$ cat src/source/mmu_settings.svh
// width, entry count and xlen constants of the data-side sv39 mmu

`ifndef MMU_SETTINGS_SVH
`define MMU_SETTINGS_SVH

// virtual address width for sv39
`define MMU_VLEN 39

// physical address and page number widths
`define MMU_PLEN 56
`define MMU_PPNW 44

// address space identifier width
`define MMU_ASIDW 8

// width of the exception value reported with a fault
`define MMU_XLEN 64

// fully associative data tlb size
`define MMU_TLB_ENTRIES 8

`endif

$ cat src/source/mmu_pkg.sv
// sv39 page table entry, privilege, exception cause, page size
// and address types shared by the data mmu

`include "mmu_settings.svh"

package mmu_pkg;

  // virtual page number, split into the three sv39 levels
  typedef struct packed {
    logic [8:0] vpn2;
    logic [8:0] vpn1;
    logic [8:0] vpn0;
  } vpn_t;

  typedef logic [`MMU_PPNW-1:0]  ppn_t;
  typedef logic [`MMU_ASIDW-1:0] asid_t;
  typedef logic [`MMU_VLEN-1:0]  vaddr_t;
  typedef logic [`MMU_PLEN-1:0]  paddr_t;

  // leaf pte content kept in the tlb, rsw bits dropped
  typedef struct packed {
    ppn_t ppn;
    logic d;
    logic a;
    logic g;
    logic u;
    logic x;
    logic w;
    logic r;
    logic v;
  } pte_t;

  // privilege encoding as in mstatus.mpp
  typedef enum logic [1:0] {
    PRIV_LVL_U = 2'b00,
    PRIV_LVL_S = 2'b01,
    PRIV_LVL_M = 2'b11
  } priv_lvl_t;

  // mcause codes of the two data page faults
  typedef enum logic [5:0] {
    LOAD_PAGE_FAULT  = 6'd13,
    STORE_PAGE_FAULT = 6'd15
  } exc_cause_t;

  typedef enum logic [1:0] {
    PAGE_4K = 2'd0,
    PAGE_2M = 2'd1,
    PAGE_1G = 2'd2
  } page_size_t;

endpackage

$ cat src/source/tlb_if.sv
// tlb write bus from the refill unit and tlb match bus
// towards the translation stage

`timescale 1ns/1ps
`include "mmu_settings.svh"

// --------------------------------------------------------------------------
// write side: refill broadcasts one entry, entries report their valid bit
// --------------------------------------------------------------------------
interface tlb_wr_if import mmu_pkg::*; ();

  // one write enable per entry, at most one set
  logic [`MMU_TLB_ENTRIES-1:0] wr_en;
  vpn_t                        wr_vpn;
  asid_t                       wr_asid;
  pte_t                        wr_pte;
  page_size_t                  wr_size;
  // occupancy, used for victim selection
  logic [`MMU_TLB_ENTRIES-1:0] valid;

  modport refill (output wr_en, wr_vpn, wr_asid, wr_pte, wr_size, input valid);
  modport entry  (input wr_en, wr_vpn, wr_asid, wr_pte, wr_size, output valid);

endinterface

// --------------------------------------------------------------------------
// lookup side: translation stage drives the tag, each entry answers
// --------------------------------------------------------------------------
interface tlb_match_if import mmu_pkg::*; ();

  vpn_t                        lu_vpn;
  asid_t                       lu_asid;
  // per-entry hit and content slots
  logic [`MMU_TLB_ENTRIES-1:0] hit;
  pte_t                        pte  [`MMU_TLB_ENTRIES];
  page_size_t                  size [`MMU_TLB_ENTRIES];

  modport entry  (input lu_vpn, lu_asid, output hit, pte, size);
  modport lookup (output lu_vpn, lu_asid, input hit, pte, size);

endinterface

$ cat src/source/tlb_refill.sv
// tlb refill unit with victim selection and replacement pointer

`timescale 1ns/1ps
`include "mmu_settings.svh"

module tlb_refill import mmu_pkg::*; (
  input  logic       clk_i,
  input  logic       rst_ni,
  input  logic       flush_i,
  // update port from the walker side
  input  logic       upd_valid_i,
  input  vpn_t       upd_vpn_i,
  input  asid_t      upd_asid_i,
  input  pte_t       upd_pte_i,
  input  page_size_t upd_size_i,
  tlb_wr_if.refill   wr
);

  localparam int unsigned N    = `MMU_TLB_ENTRIES;
  localparam int unsigned IDXW = $clog2(N);

  logic [IDXW-1:0] repl_ptr_q;
  logic [IDXW-1:0] victim;
  logic            any_invalid;
  logic            accept;
  logic [N-1:0]    wr_en;

  // updates colliding with a flush are lost
  assign accept = upd_valid_i & ~flush_i;

  // lowest free slot wins and the round-robin pointer is the fallback
  always_comb begin
    victim      = repl_ptr_q;
    any_invalid = 1'b0;
    for (int i = N - 1; i >= 0; i--) begin
      if (!wr.valid[i]) begin
        victim      = IDXW'(i);
        any_invalid = 1'b1;
      end
    end
  end

  always_comb begin
    wr_en = '0;
    if (accept) begin
      wr_en[victim] = 1'b1;
    end
  end

  // write data goes to every entry and the enable picks one
  assign wr.wr_en   = wr_en;
  assign wr.wr_vpn  = upd_vpn_i;
  assign wr.wr_asid = upd_asid_i;
  assign wr.wr_pte  = upd_pte_i;
  assign wr.wr_size = upd_size_i;

  // pointer only moves when a valid entry gets evicted
  always_ff @(posedge clk_i or negedge rst_ni) begin
    if (!rst_ni) begin
      repl_ptr_q <= '0;
    end else if (accept && !any_invalid) begin
      if (repl_ptr_q == IDXW'(N - 1)) begin
        repl_ptr_q <= '0;
      end else begin
        repl_ptr_q <= repl_ptr_q + 1'b1;
      end
    end
  end

  // an accepted update shows up as a valid entry one edge later
  a_wr_lands: assert property (@(posedge clk_i) disable iff (!rst_ni)
    accept |=> ((wr.valid & $past(wr.wr_en)) != '0));

endmodule

$ cat src/source/tlb_entry.sv
// single data tlb entry with lookup match and flush match

`timescale 1ns/1ps
`include "mmu_settings.svh"

module tlb_entry import mmu_pkg::*; #(
  parameter int unsigned IDX = 0
) (
  input  logic       clk_i,
  input  logic       rst_ni,
  input  logic       flush_i,
  input  asid_t      flush_asid_i,
  input  vaddr_t     flush_vaddr_i,
  tlb_wr_if.entry    wr,
  tlb_match_if.entry lu
);

  logic       valid_q;
  vpn_t       vpn_q;
  asid_t      asid_q;
  page_size_t size_q;
  pte_t       pte_q;

  vpn_t flush_vpn;
  logic flush_va_nz;
  logic flush_asid_nz;
  logic flush_hit;

  // tag compare, lower levels masked for superpages
  function automatic logic tag_match(vpn_t vpn);
    logic l2_ok;
    logic l1_ok;
    logic l0_ok;
    l2_ok = (vpn.vpn2 == vpn_q.vpn2);
    l1_ok = (size_q == PAGE_1G) || (vpn.vpn1 == vpn_q.vpn1);
    l0_ok = (size_q != PAGE_4K) || (vpn.vpn0 == vpn_q.vpn0);
    return l2_ok & l1_ok & l0_ok;
  endfunction

  // --------------------------------------------------------------------------
  // lookup
  // --------------------------------------------------------------------------
  // global pages ignore the asid
  assign lu.hit[IDX]  = valid_q && ((asid_q == lu.lu_asid) || pte_q.g) && tag_match(lu.lu_vpn);
  assign lu.pte[IDX]  = pte_q;
  assign lu.size[IDX] = size_q;

  assign wr.valid[IDX] = valid_q;

  // --------------------------------------------------------------------------
  // flush
  // --------------------------------------------------------------------------
  assign flush_vpn     = flush_vaddr_i[`MMU_VLEN-1:12];
  assign flush_va_nz   = |flush_vaddr_i;
  assign flush_asid_nz = |flush_asid_i;

  // zero fields act as wildcards, asid flushes spare global pages
  assign flush_hit = (!flush_va_nz || tag_match(flush_vpn))
                  && (!flush_asid_nz || ((asid_q == flush_asid_i) && !pte_q.g));

  // refill holds wr_en low during a flush
  always_ff @(posedge clk_i or negedge rst_ni) begin
    if (!rst_ni) begin
      valid_q <= 1'b0;
    end else if (flush_i && flush_hit) begin
      valid_q <= 1'b0;
    end else if (wr.wr_en[IDX]) begin
      valid_q <= 1'b1;
    end
  end

  // tag and content
  always_ff @(posedge clk_i) begin
    if (wr.wr_en[IDX]) begin
      vpn_q  <= wr.wr_vpn;
      asid_q <= wr.wr_asid;
      size_q <= wr.wr_size;
      pte_q  <= wr.wr_pte;
    end
  end

endmodule

$ cat src/source/lsu_translate.sv
// load/store translation stage with hit select, same-cycle ppn,
// request register, paddr composition and page-fault checks

`timescale 1ns/1ps
`include "mmu_settings.svh"

module lsu_translate import mmu_pkg::*; (
  input  logic                 clk_i,
  input  logic                 rst_ni,
  // request from the lsu
  input  logic                 lsu_req_i,
  input  vaddr_t               lsu_vaddr_i,
  input  logic                 lsu_is_store_i,
  // csr state
  input  logic                 en_translation_i,
  input  priv_lvl_t            priv_lvl_i,
  input  logic                 sum_i,
  input  asid_t                asid_i,
  tlb_match_if.lookup          lu,
  // same cycle
  output logic                 dtlb_hit_o,
  output ppn_t                 dtlb_ppn_o,
  // one cycle later
  output logic                 valid_o,
  output paddr_t               paddr_o,
  output logic                 ex_valid_o,
  output exc_cause_t           ex_cause_o,
  output logic [`MMU_XLEN-1:0] ex_tval_o
);

  localparam int unsigned N = `MMU_TLB_ENTRIES;

  logic       hit_any;
  pte_t       pte_sel;
  page_size_t size_sel;

  logic       req_q;
  logic       hit_q;
  logic       store_q;
  vaddr_t     vaddr_q;
  pte_t       pte_q;
  page_size_t size_q;

  logic       perm_err;
  logic       store_err;

  // --------------------------------------------------------------------------
  // cycle 0 tlb lookup
  // --------------------------------------------------------------------------
  assign lu.lu_vpn  = lsu_vaddr_i[`MMU_VLEN-1:12];
  assign lu.lu_asid = asid_i;

  assign hit_any = |lu.hit;

  // at most one entry hits at a time
  always_comb begin
    pte_sel  = '0;
    size_sel = PAGE_4K;
    for (int i = 0; i < N; i++) begin
      if (lu.hit[i]) begin
        pte_sel  = lu.pte[i];
        size_sel = lu.size[i];
      end
    end
  end

  // always ready when not translating
  assign dtlb_hit_o = en_translation_i ? hit_any : 1'b1;

  always_comb begin
    dtlb_ppn_o = ppn_t'(lsu_vaddr_i[`MMU_VLEN-1:12]);
    if (en_translation_i) begin
      dtlb_ppn_o = pte_sel.ppn;
      // superpage low ppn bits come from the vaddr
      if (size_sel == PAGE_2M) begin
        dtlb_ppn_o[8:0] = lsu_vaddr_i[20:12];
      end
      if (size_sel == PAGE_1G) begin
        dtlb_ppn_o[17:0] = lsu_vaddr_i[29:12];
      end
    end
  end

  // --------------------------------------------------------------------------
  // request register
  // --------------------------------------------------------------------------
  always_ff @(posedge clk_i or negedge rst_ni) begin
    if (!rst_ni) begin
      req_q <= 1'b0;
      hit_q <= 1'b0;
    end else begin
      req_q <= lsu_req_i;
      hit_q <= hit_any;
    end
  end

  always_ff @(posedge clk_i) begin
    store_q <= lsu_is_store_i;
    vaddr_q <= lsu_vaddr_i;
    pte_q   <= pte_sel;
    size_q  <= size_sel;
  end

  // --------------------------------------------------------------------------
  // cycle 1 address and page-fault checks
  // --------------------------------------------------------------------------
  always_comb begin
    paddr_o = paddr_t'(vaddr_q);
    valid_o = req_q;
    if (en_translation_i) begin
      paddr_o = {pte_q.ppn, vaddr_q[11:0]};
      if (size_q == PAGE_2M) begin
        paddr_o[20:12] = vaddr_q[20:12];
      end
      if (size_q == PAGE_1G) begin
        paddr_o[29:12] = vaddr_q[29:12];
      end
      // a miss returns no response
      valid_o = req_q & hit_q;
    end
  end

  // s-mode on a user page needs sum, u-mode needs a user page
  assign perm_err = en_translation_i
                 && (((priv_lvl_i == PRIV_LVL_S) && !sum_i && pte_q.u)
                 ||  ((priv_lvl_i == PRIV_LVL_U) && !pte_q.u));

  // stores also need write permission and a set dirty bit
  assign store_err = perm_err || !pte_q.w || !pte_q.d;

  assign ex_valid_o = en_translation_i && req_q && hit_q && (store_q ? store_err : perm_err);
  assign ex_cause_o = store_q ? STORE_PAGE_FAULT : LOAD_PAGE_FAULT;
  assign ex_tval_o  = {{(`MMU_XLEN - `MMU_VLEN){vaddr_q[`MMU_VLEN-1]}}, vaddr_q};

  // refill never creates overlapping entries
  a_hit_onehot: assert property (@(posedge clk_i) disable iff (!rst_ni)
    $onehot0(lu.hit));

endmodule

$ cat src/source/dmmu.sv
// data mmu top level with refill unit, tlb entries and translation stage

`timescale 1ns/1ps
`include "mmu_settings.svh"

module dmmu import mmu_pkg::*; (
  input  logic                 clk_i,
  input  logic                 rst_ni,
  // lsu request
  input  logic                 lsu_req_i,
  input  vaddr_t               lsu_vaddr_i,
  input  logic                 lsu_is_store_i,
  // csr state
  input  logic                 en_translation_i,
  input  priv_lvl_t            priv_lvl_i,
  input  logic                 sum_i,
  input  asid_t                asid_i,
  // same cycle response
  output logic                 dtlb_hit_o,
  output ppn_t                 dtlb_ppn_o,
  // registered response
  output logic                 valid_o,
  output paddr_t               paddr_o,
  output logic                 ex_valid_o,
  output exc_cause_t           ex_cause_o,
  output logic [`MMU_XLEN-1:0] ex_tval_o,
  // refill from the walker
  input  logic                 upd_valid_i,
  input  vpn_t                 upd_vpn_i,
  input  asid_t                upd_asid_i,
  input  pte_t                 upd_pte_i,
  input  page_size_t           upd_size_i,
  // sfence.vma
  input  logic                 flush_i,
  input  asid_t                flush_asid_i,
  input  vaddr_t               flush_vaddr_i
);

  tlb_wr_if    wr_bus ();
  tlb_match_if match_bus ();

  tlb_refill u_refill (
    .clk_i       ( clk_i       ),
    .rst_ni      ( rst_ni      ),
    .flush_i     ( flush_i     ),
    .upd_valid_i ( upd_valid_i ),
    .upd_vpn_i   ( upd_vpn_i   ),
    .upd_asid_i  ( upd_asid_i  ),
    .upd_pte_i   ( upd_pte_i   ),
    .upd_size_i  ( upd_size_i  ),
    .wr          ( wr_bus      )
  );

  // fully associative array
  for (genvar i = 0; i < `MMU_TLB_ENTRIES; i++) begin : g_entry
    tlb_entry #(.IDX(i)) u_entry (
      .clk_i         ( clk_i         ),
      .rst_ni        ( rst_ni        ),
      .flush_i       ( flush_i       ),
      .flush_asid_i  ( flush_asid_i  ),
      .flush_vaddr_i ( flush_vaddr_i ),
      .wr            ( wr_bus        ),
      .lu            ( match_bus     )
    );
  end

  lsu_translate u_translate (
    .clk_i            ( clk_i            ),
    .rst_ni           ( rst_ni           ),
    .lsu_req_i        ( lsu_req_i        ),
    .lsu_vaddr_i      ( lsu_vaddr_i      ),
    .lsu_is_store_i   ( lsu_is_store_i   ),
    .en_translation_i ( en_translation_i ),
    .priv_lvl_i       ( priv_lvl_i       ),
    .sum_i            ( sum_i            ),
    .asid_i           ( asid_i           ),
    .lu               ( match_bus        ),
    .dtlb_hit_o       ( dtlb_hit_o       ),
    .dtlb_ppn_o       ( dtlb_ppn_o       ),
    .valid_o          ( valid_o          ),
    .paddr_o          ( paddr_o          ),
    .ex_valid_o       ( ex_valid_o       ),
    .ex_cause_o       ( ex_cause_o       ),
    .ex_tval_o        ( ex_tval_o        )
  );

endmodule

$ cat config.mk
export PLATFORM = sky130hd
export DESIGN_NAME = dmmu
export DESIGN_NICKNAME = d
export VERILOG_FILES = /design/src/source/mmu_pkg.sv /design/src/source/tlb_if.sv /design/src/source/tlb_refill.sv /design/src/source/tlb_entry.sv /design/src/source/lsu_translate.sv /design/src/source/dmmu.sv
export VERILOG_INCLUDE_DIRS = /design/src /design/src/source
export SDC_FILE = /design/constraint.sdc
export NUM_CORES = 1
export LEC_CHECK = 0
export ABC_CLOCK_PERIOD_IN_PS = 5940
export BUFFER_PORTS_ARGS = -buffer_cell sky130_fd_sc_hd__buf_2
export CELL_PAD_IN_SITES_DETAIL_PLACEMENT = 0
export CELL_PAD_IN_SITES_GLOBAL_PLACEMENT = 1
export CORE_ASPECT_RATIO = 1.25
export CORE_UTILIZATION = 49
export CTS_CLUSTER_DIAMETER = 80
export CTS_CLUSTER_SIZE = 12
export DETAILED_ROUTE_END_ITERATION = 8
export HOLD_SLACK_MARGIN = 0.15
export PLACE_DENSITY = 0.88
export SYNTH_ARGS = -nofsm -noshare
export SYNTH_HDL_FRONTEND = slang
export SYNTH_SLANG_ARGS = --single-unit
export TNS_END_PERCENT = 1
$ cat constraint.sdc
create_clock -name clk_i -period 5.94 [get_ports clk_i]
set_input_delay 0.594 -clock clk_i [delete_from_list [all_inputs] [get_ports clk_i]]
set_output_delay 0.594 -clock clk_i [all_outputs]
set_load 0.1 [all_outputs]
Word-level counts from Yosys, hierarchy flattened

Cells that the tools add are included.

Register bits after elaboration: 814
Latch bits: 0
Bits in writable memories: 0
ROM bits: 0
Input port bits: 193
Output and inout bits: 173
Logic and storage cells: 451
Memories: 0

Add/sub/neg operators: 1
Multiply operators: 0
Div/mod/pow operators: 0
$lt $le $gt $ge: 2
Equality and inequality tests: 78
Shift-type cells: 0
Multiplexer cells: 62
Bitwise operators: 35
Reduce and logical (&&, ||, !) cells: 143

Operators with widths:

| kind                  | number |
|---|---|
| $eq A9 B9 Y1          | 48 |
| $mux W52              | 8 |
| $eq A8 B8 Y1          | 16 |
| $logic_or A1 B1 Y1    | 59 |
| $mux W56              | 1 |
| $logic_and A1 B1 Y1   | 49 |
| $mux W44              | 1 |
| $reduce_or A39 Y1     | 1 |
| $mux W18              | 2 |
| $and A1 B1 Y1         | 34 |
| $reduce_bool A2 Y1    | 16 |
| $mux W1               | 28 |
| $mux W3               | 9 |
| $eq A2 B2 Y1 const B  | 10 |
| $mux W2               | 9 |
| $mux W9               | 2 |
| $reduce_or A8 Y1      | 2 |
| $logic_not A1 Y1      | 15 |
| $mux W8               | 1 |
| $eq A2 B1 Y1 const B  | 3 |
| $lt A3 B4 Y1 const B  | 1 |
| $add A3 B1 Y3 const B | 1 |
| $demux W1 S3          | 1 |
| $eq A3 B3 Y1 const B  | 1 |
| other kinds (3)       | 3 |

Logic depth before layout (Yosys ltp)

Depth after elaboration: 17
Gate-level depth with buffers: 14
Gate-level depth less buffers: 10

Least setup slack after synthesis

Ideal clock, no wire load.

Kind: input to register
Start point: input flush_i
End point: register g_entry[6].u_entry.asid_q[0], enable pin
Setup time: 530 ps
Data arrival time: 4768 ps
Required time: 5410 ps
Slack: 641 ps
Cell stages on the path: 4
Buffers on the path: 0
Cell sequence: nor3b_1 o21ai_0 or2_2 nor2_1

Longest elaborated chain between the ends: 3

RTL lines:

| element                            | line             | RTL |
|---|---|---|
| start, declared                    | dmmu.sv:34       | `input logic flush_i,` |
| $not A1 Y1                         | tlb_refill.sv:29 | `assign accept = upd_valid_i & ~flush_i;` |
| $and A1 B1 Y1                      | tlb_refill.sv:29 |  |
| $mux W8                            | tlb_refill.sv:45 | `if (accept) begin` |
| via g_entry[0].u_entry.wr.wr_en[6] | tlb_if.sv:22     | `modport entry (input wr_en, wr_vpn, wr_asid, wr_pte, wr_size, output valid);` |
| end signal, assigned               | tlb_entry.sv:76  | `asid_q <= wr.wr_asid;` |
| end, declared                      | tlb_entry.sv:20  | `asid_t asid_q;` |

The timed path passes the listed nets, and every way through them passes these cells.
A chain may end at the register's enable or synchronous reset.

==> flow_summary.ini <==
[outcome]
status = finished clean

[critical_path]
crit_required_ns = 5.35
crit_arrival_ns = 4.92
end_kind = output pin
path_cells = xor2_1, nor4_1, a21oi_1, or4_1, a21o_2, and2_1, buf_4, o21ai_0, a221oi_1, a21oi_1, mux2_2, buf_12
max_stage_delay_ns = 0.69
setup.worst_path.start_class = flip-flop
crit_path_frequent_cell = a21oi_1
cpMaxStageDelayCell = nor4_1
critPathMaxFanout = 20
crit_type = flip-flop to output pin

[floorplanning]
die_w_um = 241
rows = 109
io_pins = 366
core_area_sq_mm = 0.0705
die_area_sq_mm = 0.0722
start_util_pct = 49.5
die_h_um = 300

[cells_and_area]
final_common_cell = edfxtp_1
area.growth.synth_to_final_pct = 14.9
final_cell_mix = 680 x edfxtp_1, 340 x buf_2, 311 x xnor2_1
drive_gt1_share_pct = 19.0
fin_area_sq_mm = 0.0401
final_core_util_pct = 56.8
stdcell_count = 3937
nNetsFinal = 3123

[flow_run]
cap_violations = 0

[logic_synthesis]
async_reset_ff_share_pct = 1.66
synth_seq_area_share_pct = 64.6
ys.warnings.count = 0
syn_area_per_cell_sq_um = 13.3
synth-seq-cells = 782
syn_inst = 2614
ys.flop_type = edfxtp_1
ys_types = 75
synth_area_sq_mm = 0.0349
synth-edff-count = 680

[sta]
rsz0062_at_grt = no
setup-violations-final = 0
tns_ns = 0
worstMarginPinSlew_ns = 1.27
setup_ws_ns = 0.431
fin_crit_ns = 5.51
skew_ns = 0.0206
hold_viol_final = 0
max_freq_ghz = 0.182
min_period_over_period_pct = 92.8
max_slew_margin_pct = 14.8
drv_slew = 0

[clock_tree]
clk_latency_ns = 0.64
htreeDepth = 3
cts.sinks = 782
clock_path_buffers = 3
tritoncts = yes
cts_made_buffers = 75
clockRootBuffer = clkbuf_16
cts.clk_slew.worst_paths_ns = 0.06

[min_path]
hold_path.class = input pin to flip-flop

[place]
place_congestion = 0.945
dp_hpwl_um = 68900
place_area_sq_mm = 0.0377
io_buffers = 356
place_ws_ns = 0.672
place_inst = 3779

[power_and_ir_drop]
ir_worst_vdd_mv = 0.271
leakage_nw = 13.9
power.density_mw_per_mm2 = 348

[drt]
drtPass1Iterations = 7
drtIter0Drc = 1966
drc_errors = 0
ant_nets = 0
wl_per_cell_um = 26.4
routed_wl_um = 104000
viasPerCell = 5.83
via_count = 23000

[global_route]
grt_max_degree = 97
antenna_found_initial = 16
grt_pass1_wl_um = 151000
grt.total_usage_pct = 28.9
grt_pass1_vias = 23000
grt_overflow = 0
## critical path, delay by kind of cell (launching register included)
family                    cells  cell delay (ns)
AOI/OAI and AO/OA             5             1.49
buffers and inverters         2             0.40
muxes                         1             0.35
xor gates and xnor gates      1             0.16
and+or+nand+nor               3             1.45
DFF                           1             0.42
## worst paths after layout
| kind | start | depth (start not counted) | slack (ns) | endpoint |
|---|---|---|---|---|
| hold / removal | upd_pte_i[24] | 1 | 0.21 | g_entry[5].u_entry.lu.pte[128] |
| setup / recovery | g_entry[6].u_entry.asid_q[3] | 12 | 0.43 | dtlb_ppn_o[10] |
| hold reg to reg | g_entry[7].u_entry.lu.pte[28] | 2 | 0.48 | u_translate.pte_q[28] |
| min in group asynchronous | rst_ni | 2 | 0.52 | g_entry[7].u_entry.valid_q |
| max in group asynchronous | rst_ni | 2 | 5.09 | g_entry[5].u_entry.valid_q |
| setup reg to reg | g_entry[6].u_entry.asid_q[3] | 10 | 2.01 | u_translate.pte_q[20] |
## cells by family (layout without fill, tap and decap cells)
group / Yosys count / count (layout) / synth area share, %
compound gates: 418 / 418 / 7.54
mux: 50 / 50 / 1.70
flops: 782 / 782 / 64.6
simple gates: 589 / 589 / 8.91
xor+xnor: 562 / 562 / 14.1
other cells: 2 / 9 / 0.0215
fa+ha+maj: 2 / 2 / 0.0718
buf+inv: 209 / 582 / 3.02
## per-layer routing
layer	wire, um	track usage (%)
met2	51400	49.2
met5	98	0
met4	5500	14.1
met1	39000	35.2
met3	8040	5.30
## sequential cells by signal (all words and copies together) (netlist names)
register and cells:
u_translate.store_q 1, u_translate.size_q 2, u_translate.pte_q 47, g_entry.u_entry.lu.pte 384
g_entry.u_entry.asid_q 64, g_entry.u_entry.size_q 16, g_entry.u_entry.valid_q 8, u_refill.repl_ptr_q 3
g_entry.u_entry.vpn_q 216, u_translate.req_q 1, u_translate.vaddr_q 39, u_translate.hit_q 1
## power breakdown
| group | leakage [nW] | internal (mW) | switching, mW |
|---|---|---|---|
| clock | 1.05 | 2.43 | 2.07 |
| sequential | 7.02 | 6.84 | 0.367 |
| combinational | 5.81 | 0.622 | 1.62 |
| total | 13.9 | 9.90 | 4.06 |
## stage by stage
step / total power [mW] / hold slack [ns]
finish: 14.0 / 0.214
global route: 14.4 / 0.220
CTS: 14.0 / 0.188
detailed placement: 9.55 / 0.458
global placement: 9.48 / 0.451
floorplan: 8.80 / 0.298
## synthesized netlist by cell type (26+ instances only)
library cell	instances	area, sq um
xor2_1	250	2190
o221ai_1	26	228
nand4_1	76	475
buf_4	58	435
o21ai_0	98	490
nor2_1	101	379
a31oi_1	27	169
nor4_1	70	438
o21ai_1	29	145
nand2_1	131	492
nand3_1	57	285
a21oi_1	137	686
clkbuf_1	95	357
dfxtp_1	89	1780
edfxtp_1	680	20400
mux2_2	38	428
xnor2_1	311	2720
and2_1	54	338
## repair_timing
| item | in CTS | in global routing |
|---|---|---|
| buffers inserted | 0 | 0 |
| resized for setup | 0 | 0 |
| hold buffers | 15 | 0 |
| hold endpoints to repair | 27 | 0 |
| endpoints found under the setup margin | 0 | 0 |
## final cells by class
cell class | count | area [sq um]
Antenna cell | 4 | 10.0
Fill cell | 5657 | 30400
Clock inverter | 8 | 124
Inverter | 19 | 71.3
Clock buffer | 131 | 2110
Multi-Input combinational cell | 1626 | 11400
Timing Repair Buffer | 424 | 2660
Sequential cell | 782 | 22500
Tap cell | 943 | 1180
No activity file was read; power rests on OpenSTA's default activity.
